<file path="config.mk">
export PLATFORM = sky130hd
export DESIGN_NAME = rv_pipeline_top
export DESIGN_NICKNAME = d
export VERILOG_FILES = /design/src/rv_pkg.sv /design/src/fetch_stage.sv /design/src/reg_file.sv /design/src/decode_stage.sv /design/src/execute_stage.sv /design/src/rv_pipeline_top.sv
export SDC_FILE = /design/constraint.sdc
export NUM_CORES = 2
export LEC_CHECK = 0
export BUFFER_PORTS_ARGS = -buffer_cell sky130_fd_sc_hd__buf_2
export CAP_MARGIN = 25
export CORE_ASPECT_RATIO = 1.75
export CORE_MARGIN = 8
export CORE_UTILIZATION = 64
export DETAILED_ROUTE_END_ITERATION = 7
export PLACE_DENSITY = 0.79
export SETUP_SLACK_MARGIN = 0.15
export SLEW_MARGIN = 20
export SYNTH_ARGS = -nofsm -noshare
export SYNTH_HDL_FRONTEND = slang
export SYNTH_SLANG_ARGS = --single-unit
</file>
<file path="constraint.sdc">
create_clock -name clk -period 6.2 [get_ports clk]
set_input_delay 0.93 -clock clk [delete_from_list [all_inputs] [get_ports clk]]
set_output_delay 0.93 -clock clk [all_outputs]
set_load 0.01 [all_outputs]
</file>
<file path="src/rv_pkg.sv">
package rv_pkg;

  // ==================================================
  // widths and basic types
  // ==================================================
  localparam int XLEN = 32;

  typedef logic [XLEN-1:0] word_t;
  typedef logic [4:0]      reg_addr_t;
  typedef logic [6:0]      opcode_t;
  typedef logic [3:0]      alu_op_t;

  // major opcodes of the supported instructions
  localparam opcode_t OPC_OP     = 7'b0110011;
  localparam opcode_t OPC_OP_IMM = 7'b0010011;
  localparam opcode_t OPC_LUI    = 7'b0110111;
  localparam opcode_t OPC_AUIPC  = 7'b0010111;

  // alu operation codes
  localparam alu_op_t ALU_ADD  = 4'd0;
  localparam alu_op_t ALU_SUB  = 4'd1;
  localparam alu_op_t ALU_SLL  = 4'd2;
  localparam alu_op_t ALU_SLT  = 4'd3;
  localparam alu_op_t ALU_SLTU = 4'd4;
  localparam alu_op_t ALU_XOR  = 4'd5;
  localparam alu_op_t ALU_SRL  = 4'd6;
  localparam alu_op_t ALU_SRA  = 4'd7;
  localparam alu_op_t ALU_OR   = 4'd8;
  localparam alu_op_t ALU_AND  = 4'd9;

  // addi x0, x0, 0
  localparam word_t NOP_INST = 32'h0000_0013;
  localparam word_t RESET_PC = 32'h0000_0000;

  // ==================================================
  // pipeline registers
  // ==================================================
  typedef struct packed {
    word_t pc;
    word_t inst;
  } if_id_t;

  typedef struct packed {
    word_t     pc;
    reg_addr_t rs1;
    reg_addr_t rs2;
    reg_addr_t rd;
    word_t     rs1_val;
    word_t     rs2_val;
    word_t     imm;
    alu_op_t   alu_op;
    logic      alu_src;
    logic      auipc;
    logic      lui;
    logic      reg_write;
  } id_ex_t;

  typedef struct packed {
    reg_addr_t rd;
    word_t     result;
    logic      reg_write;
  } ex_wb_t;

  // retired register write, seen at the top level
  typedef struct packed {
    logic      we;
    reg_addr_t addr;
    word_t     data;
  } commit_t;

endpackage

</file>
<file path="src/fetch_stage.sv">
`timescale 1ns/1ps

module fetch_stage (
  input  logic           clk,
  input  logic           reset_i,
  input  rv_pkg::word_t  inst_i,
  output rv_pkg::word_t  pc_o,
  output rv_pkg::if_id_t if_id_o
);

  rv_pkg::word_t  pc_q;
  rv_pkg::word_t  pc_plus_4;
  rv_pkg::if_id_t if_id_q;

  // no branches, so the next pc is always sequential
  assign pc_plus_4 = pc_q + 32'd4;

  always_ff @(posedge clk) begin
    if (reset_i) begin
      pc_q    <= rv_pkg::RESET_PC;
      // start decode on a harmless nop
      if_id_q <= '{pc: rv_pkg::RESET_PC, inst: rv_pkg::NOP_INST};
    end else begin
      pc_q    <= pc_plus_4;
      if_id_q <= '{pc: pc_q, inst: inst_i};
    end
  end

  assign pc_o    = pc_q;
  assign if_id_o = if_id_q;

endmodule

</file>
<file path="src/reg_file.sv">
`timescale 1ns/1ps

module reg_file (
  input  logic              clk,
  input  logic              reset_i,
  input  rv_pkg::reg_addr_t raddr1_i,
  input  rv_pkg::reg_addr_t raddr2_i,
  input  logic              we_i,
  input  rv_pkg::reg_addr_t waddr_i,
  input  rv_pkg::word_t     wdata_i,
  output rv_pkg::word_t     rdata1_o,
  output rv_pkg::word_t     rdata2_o
);

  // x0 has no storage
  rv_pkg::word_t regs_q [1:31];

  always_ff @(posedge clk) begin
    if (reset_i) begin
      for (int i = 1; i < 32; i++) begin
        regs_q[i] <= '0;
      end
    end else if (we_i && (waddr_i != '0)) begin
      regs_q[waddr_i] <= wdata_i;
    end
  end

  // same-cycle write is passed through to the reader
  function automatic rv_pkg::word_t read_port(input rv_pkg::reg_addr_t addr);
    rv_pkg::word_t val;
    if (addr == '0) begin
      val = '0;
    end else if (we_i && (addr == waddr_i)) begin
      val = wdata_i;
    end else begin
      val = regs_q[addr];
    end
    return val;
  endfunction

  always_comb begin
    rdata1_o = read_port(raddr1_i);
    rdata2_o = read_port(raddr2_i);
  end

endmodule

</file>
<file path="src/decode_stage.sv">
`timescale 1ns/1ps

module decode_stage (
  input  logic           clk,
  input  logic           reset_i,
  input  rv_pkg::if_id_t if_id_i,
  input  rv_pkg::ex_wb_t wb_i,
  output rv_pkg::id_ex_t id_ex_o
);

  rv_pkg::word_t     inst;
  rv_pkg::opcode_t   opcode;
  rv_pkg::reg_addr_t rs1;
  rv_pkg::reg_addr_t rs2;
  rv_pkg::reg_addr_t rd;
  logic [2:0]        funct3;
  logic              funct7_b5;
  rv_pkg::word_t     rs1_val;
  rv_pkg::word_t     rs2_val;
  rv_pkg::word_t     imm_i;
  rv_pkg::word_t     imm_u;
  rv_pkg::id_ex_t    id_ex_d;
  rv_pkg::id_ex_t    id_ex_q;

  // ==================================================
  // fields and immediates
  // ==================================================
  assign inst      = if_id_i.inst;
  assign opcode    = inst[6:0];
  assign rd        = inst[11:7];
  assign funct3    = inst[14:12];
  assign rs1       = inst[19:15];
  assign rs2       = inst[24:20];
  assign funct7_b5 = inst[30];

  assign imm_i = {{20{inst[31]}}, inst[31:20]};
  assign imm_u = {inst[31:12], 12'b0};

  // register read, with write-back bypass inside
  reg_file rf0 (
    .clk      (clk),
    .reset_i  (reset_i),
    .raddr1_i (rs1),
    .raddr2_i (rs2),
    .we_i     (wb_i.reg_write),
    .waddr_i  (wb_i.rd),
    .wdata_i  (wb_i.result),
    .rdata1_o (rs1_val),
    .rdata2_o (rs2_val)
  );

  // funct3 to alu code, alt picks sub or sra
  function automatic rv_pkg::alu_op_t alu_decode(input logic [2:0] f3, input logic alt);
    rv_pkg::alu_op_t op;
    case (f3)
      3'b000:  op = alt ? rv_pkg::ALU_SUB : rv_pkg::ALU_ADD;
      3'b001:  op = rv_pkg::ALU_SLL;
      3'b010:  op = rv_pkg::ALU_SLT;
      3'b011:  op = rv_pkg::ALU_SLTU;
      3'b100:  op = rv_pkg::ALU_XOR;
      3'b101:  op = alt ? rv_pkg::ALU_SRA : rv_pkg::ALU_SRL;
      3'b110:  op = rv_pkg::ALU_OR;
      default: op = rv_pkg::ALU_AND;
    endcase
    return op;
  endfunction

  // ==================================================
  // control decoder
  // ==================================================
  always_comb begin
    id_ex_d         = '0;
    id_ex_d.pc      = if_id_i.pc;
    id_ex_d.rs1     = rs1;
    id_ex_d.rs2     = rs2;
    id_ex_d.rd      = rd;
    id_ex_d.rs1_val = rs1_val;
    id_ex_d.rs2_val = rs2_val;
    id_ex_d.imm     = imm_i;
    id_ex_d.alu_op  = rv_pkg::ALU_ADD;
    case (opcode)
      rv_pkg::OPC_OP: begin
        id_ex_d.alu_op    = alu_decode(funct3, funct7_b5);
        id_ex_d.reg_write = 1'b1;
      end
      rv_pkg::OPC_OP_IMM: begin
        // only srai uses bit 30, addi has no subtract form
        id_ex_d.alu_op    = alu_decode(funct3, (funct3 == 3'b101) && funct7_b5);
        id_ex_d.alu_src   = 1'b1;
        id_ex_d.reg_write = 1'b1;
      end
      rv_pkg::OPC_LUI: begin
        id_ex_d.imm       = imm_u;
        id_ex_d.lui       = 1'b1;
        id_ex_d.reg_write = 1'b1;
      end
      rv_pkg::OPC_AUIPC: begin
        id_ex_d.imm       = imm_u;
        id_ex_d.auipc     = 1'b1;
        id_ex_d.alu_src   = 1'b1;
        id_ex_d.reg_write = 1'b1;
      end
      default: begin
        // anything else becomes a bubble
        id_ex_d.reg_write = 1'b0;
      end
    endcase
    if (rd == '0) begin
      id_ex_d.reg_write = 1'b0;
    end
  end

  always_ff @(posedge clk) begin
    if (reset_i) begin
      id_ex_q <= '0;
    end else begin
      id_ex_q <= id_ex_d;
    end
  end

  assign id_ex_o = id_ex_q;

endmodule

</file>
<file path="src/execute_stage.sv">
`timescale 1ns/1ps

module execute_stage (
  input  logic           clk,
  input  logic           reset_i,
  input  rv_pkg::id_ex_t id_ex_i,
  output rv_pkg::ex_wb_t ex_wb_o
);

  rv_pkg::ex_wb_t ex_wb_d;
  rv_pkg::ex_wb_t ex_wb_q;
  rv_pkg::word_t  src1;
  rv_pkg::word_t  src2;
  rv_pkg::word_t  op1;
  rv_pkg::word_t  op2;
  rv_pkg::word_t  alu_res;
  logic [4:0]     shamt;

  // take the write-back result when it targets this source
  function automatic rv_pkg::word_t forward(
    input rv_pkg::reg_addr_t rs,
    input rv_pkg::word_t     rf_val,
    input rv_pkg::ex_wb_t    wb
  );
    rv_pkg::word_t val;
    if (wb.reg_write && (wb.rd == rs) && (rs != '0)) begin
      val = wb.result;
    end else begin
      val = rf_val;
    end
    return val;
  endfunction

  // ==================================================
  // operand selection
  // ==================================================
  assign src1 = forward(id_ex_i.rs1, id_ex_i.rs1_val, ex_wb_q);
  assign src2 = forward(id_ex_i.rs2, id_ex_i.rs2_val, ex_wb_q);

  // auipc adds the immediate to its own pc
  assign op1   = id_ex_i.auipc ? id_ex_i.pc : src1;
  assign op2   = id_ex_i.alu_src ? id_ex_i.imm : src2;
  assign shamt = op2[4:0];

  // ==================================================
  // alu
  // ==================================================
  always_comb begin
    case (id_ex_i.alu_op)
      rv_pkg::ALU_ADD:  alu_res = op1 + op2;
      rv_pkg::ALU_SUB:  alu_res = op1 - op2;
      rv_pkg::ALU_SLL:  alu_res = op1 << shamt;
      rv_pkg::ALU_SLT:  alu_res = {31'b0, $signed(op1) < $signed(op2)};
      rv_pkg::ALU_SLTU: alu_res = {31'b0, op1 < op2};
      rv_pkg::ALU_XOR:  alu_res = op1 ^ op2;
      rv_pkg::ALU_SRL:  alu_res = op1 >> shamt;
      rv_pkg::ALU_SRA:  alu_res = $unsigned($signed(op1) >>> shamt);
      rv_pkg::ALU_OR:   alu_res = op1 | op2;
      default:          alu_res = op1 & op2;
    endcase
  end

  // lui bypasses the alu
  assign ex_wb_d = '{
    rd:        id_ex_i.rd,
    result:    id_ex_i.lui ? id_ex_i.imm : alu_res,
    reg_write: id_ex_i.reg_write
  };

  always_ff @(posedge clk) begin
    if (reset_i) begin
      ex_wb_q <= '0;
    end else begin
      ex_wb_q <= ex_wb_d;
    end
  end

  assign ex_wb_o = ex_wb_q;

endmodule

</file>
<file path="src/rv_pipeline_top.sv">
`timescale 1ns/1ps

module rv_pipeline_top (
  input  logic            clk,
  input  logic            reset_i,
  input  rv_pkg::word_t   inst_i,
  output rv_pkg::word_t   pc_o,
  output rv_pkg::commit_t commit_o
);

  rv_pkg::if_id_t if_id;
  rv_pkg::id_ex_t id_ex;
  rv_pkg::ex_wb_t ex_wb;

  // ==================================================
  // stages
  // ==================================================
  fetch_stage fetch0 (
    .clk     (clk),
    .reset_i (reset_i),
    .inst_i  (inst_i),
    .pc_o    (pc_o),
    .if_id_o (if_id)
  );

  // write-back goes straight from ex/wb into the register file
  decode_stage decode0 (
    .clk     (clk),
    .reset_i (reset_i),
    .if_id_i (if_id),
    .wb_i    (ex_wb),
    .id_ex_o (id_ex)
  );

  execute_stage execute0 (
    .clk     (clk),
    .reset_i (reset_i),
    .id_ex_i (id_ex),
    .ex_wb_o (ex_wb)
  );

  // commit port mirrors the write-back register
  assign commit_o = '{
    we:   ex_wb.reg_write,
    addr: ex_wb.rd,
    data: ex_wb.result
  };

endmodule

</file>
==> metrics.csv <==
stage,metric,value,unit
cts,cts-htree-levels,3,
critical_path,cp_max_fo,12,
timing,grt_setup_unrepaired,false,
synth,synth_area_leaders,"edfxtp_1 42%, mux4_2 20%, and2_1 8.5%",
outcome,status,finished clean,
timing,slew_headroom,0.221,
cts,clkLatencyLatePin,0.77,ns
synth,synth_commonest_cells,"1024 x edfxtp_1, 1002 x and2_1, 640 x mux4_2, 423 x clkbuf_1, 288 x nor2_1",
floorplan,die_y,464,um
drt,drt_first_pass_iters,6,
synth,synth-edff-count,1024,
final_layout,nets,5740,
timing,hold_viol,0,
floorplan,io_pins,104,
global_routing,gr-total-overflow,0,
timing,fin_skew,0.0617,ns
cts,ctsHoldBuffers,0,
synth,synthCells,5656,
timing,tns,0,ns
critical_path,r2r_start,execute0.ex_wb_o[37],
global_routing,grt_max_degree,140,
drt,drtIter0Drc,7307,
run,max_cap_violations,0,
floorplan,die_x,272,um
critical_path,ff2ff_setup_slack,0.51,ns
floorplan,coreArea,114000,um2
drt,drcViolationCount,0,
synth,avgSynthCellArea,13.0,um2
critical_path,end_kind,flop,
floorplan,start_util,0.644,
synth,synth_ff_type,edfxtp_1,
synth,syn-cell-area,73500,um2
critical_path,path_cells,"buf_4, or2_2, o21a_1, nor3_2, buf_4, mux2i_1, o21ai_0, ha_1, inv_1, nor4_1, and4_1, and4b_1, or4_1, nand3_1, a31oi_1, a31oi_1, or3_1, a31o_2, a32oi_1",
floorplan,rows,164,
power_and_ir_drop,powerDensity,266,nW/um2
final_layout,post-route-util,0.701,
power_and_ir_drop,p_total,0.0213,W
min_path,hp-start,inst_i[4],
final_layout,final_cells,7207,
critical_path,slowest_stage,ha_1,
synth,async_flop_share,0,
critical_path,worstSetupStartpointType,flop,
synth,synth_warnings,0,
placed_design,io_buffers,101,
cts,cts_tree,yes,
timing,fmax,0.176,GHz
synth,yosysSeqAreaShare,0.494,
synth,synth-seq-cells,1303,
synth,synth_most_common_cell,edfxtp_1,
timing,setup_viol,0,
placed_design,gp_congestion,1.11,
timing,whs,0.365,ns
placed_design,dpl.cell_count,6983,
cts,clk_path_buf_depth,3,
power_and_ir_drop,p_leak,29.0,nW
critical_path,arrival,6.32,ns
timing,finalCriticalPeriod,5.69,ns
final_layout,areaGrowthSynthToFinish,8.76,%
synth,synth_cell_type_count,96,
min_path,hold_depth,2,
critical_path,rr_endpoint,execute0.ex_wb_o[32],
floorplan,die_area,126000,um2
drt,routedWlPerCell,39.1,um
drt,vias,53200,
min_path,hold_path.class,input pin to flop,
final_layout,drive_above_1_share,0.236,
cts,cts_setup_buffers,0,
power_and_ir_drop,ir_drop,328,uV
min_path,hold_end,fetch0.if_id_o[4],
synth,netlist.area_leader.share,0.418,
cts,cts_root_buf,clkbuf_16,
drt,routed_wirelength,282000,um
global_routing,grt_usage,0.441,
timing,slew_viol_final,0,
placed_design,dp_hpwl,185000,um
critical_path,ff2ff_path_depth,19,
critical_path,max_stage_delay,0.49,ns
cts,cts_sinks,1303,
critical_path,cp.required,6.84,ns
synth,synth_area_leader_cell,edfxtp_1,
drt,viasPerCell,7.38,
critical_path,crit_type,flop to flop,
final_layout,n_fill_cell,7563,
timing,worst_pin_slew,1.17,ns
global_routing,grt_pass1_wl,396000,um
global_routing,grt_antenna_before_repair,18,
cts,numCtsBuffers,114,
global_routing,grt_pass1_vias,54500,
cts,clk_pin_slew,0.06,ns
timing,fin_crit_sh,0.917,
drt,antenna_left,0,
[routing by layer]
metal / wire [um] / GRT usage
met2: 136000 / 0.724
met1: 80100 / 0.455
met4: 33300 / 0.405
met5: 126 / 0.00193
met3: 32200 / 0.120
[area by class of cell]
cell class	count	area (um2)	area share
well taps	1494	1870	0.0234
diodes	7	17.5	0.000219
clock inverters	68	597	0.00747
flip-flops and latches	1303	36400	0.455
inverters	136	510	0.00639
repair buffers	348	2490	0.0311
clock buffers	148	3110	0.0390
multi-input cells	3703	35000	0.437
[placed cells by master, fill, tap and decap left out, drive strengths merged, types with 41 or more instances in the layout]
master	instances
dfxtp	279
clkinv	49
o21ai	156
mux4	640
nand3	45
nor3	53
nor2	290
a21oi	146
buf	347
or2	41
nor2b	119
clkbuf	149
nand2	223
and2	1003
edfxtp	1024
a211oi	104
ha	98
mux2i	222
inv	143
[report_power, final]
| group | switching, W | internal, W |
|---|---|---|
| logic | 0.00260 | 0.00142 |
| clock network | 0.00338 | 0.00383 |
| registers | 0.000314 | 0.00975 |
[registers in the layout (all words and copies together) (netlist names)]
signal,cells
decode0.id_ex_o,149
decode0.rf0.regs_q,1024
execute0.ex_wb_o,38
fetch0.if_id_o,62
fetch0.pc_o,30
[through the flow]
| stage | cell area (um2) | setup WS [ns] |
|---|---|---|
| 3_5_place_dp | 76200 | 0.495 |
| 3_3_place_gp | 76200 | 0.547 |
| 5_1_grt | 79900 | 0.242 |
| 4_1_cts | 79900 | 0.491 |
| 2_1_floorplan | 73600 | 1.04 |
| 6_report | 79900 | 0.513 |
[repair_timing]
item	CTS	global route
endpoints found under the setup margin	0	1
gates resized for setup	0	1
hold endpoints to repair	0	0
[kinds of logic (layout without fill, tap and decap cells)]
family	count (synthesis)	after routing	share of synthesized area
simple gates	1914	1914	0.145
buf+inv	683	700	0.0363
other cells	1	41	0.0000510
fa+ha+maj	100	100	0.0172
flops	1303	1303	0.494
mux	881	881	0.229
xor+xnor	62	62	0.00739
compound gates	712	712	0.0705
[worst max-delay path by stage]
stage	cells after the start	start	slack, ns	endpoint
after floorplan	22	execute0.ex_wb_o[36]	1.04	execute0.ex_wb_o[29]
after global placement	19	execute0.ex_wb_o[35]	0.55	execute0.ex_wb_o[1]
after detailed placement	19	execute0.ex_wb_o[35]	0.49	execute0.ex_wb_o[1]
after CTS	19	execute0.ex_wb_o[35]	0.49	execute0.ex_wb_o[1]
after global routing	20	execute0.ex_wb_o[37]	0.24	execute0.ex_wb_o[29]
final	19	execute0.ex_wb_o[37]	0.51	execute0.ex_wb_o[32]
[worst max-delay path: cells and delay by family, from the launching register on]
kind,cells,cell delay (ns)
buffers and inverters,3,0.70
AND/OR/NAND/NOR,8,2.52
multiplexers,1,0.24
AO/OA/AOI/OAI,6,1.29
flip-flops,1,0.33
adder cells (fa/ha/maj),1,0.49
Note: power is estimated with default switching activity, not from simulation.
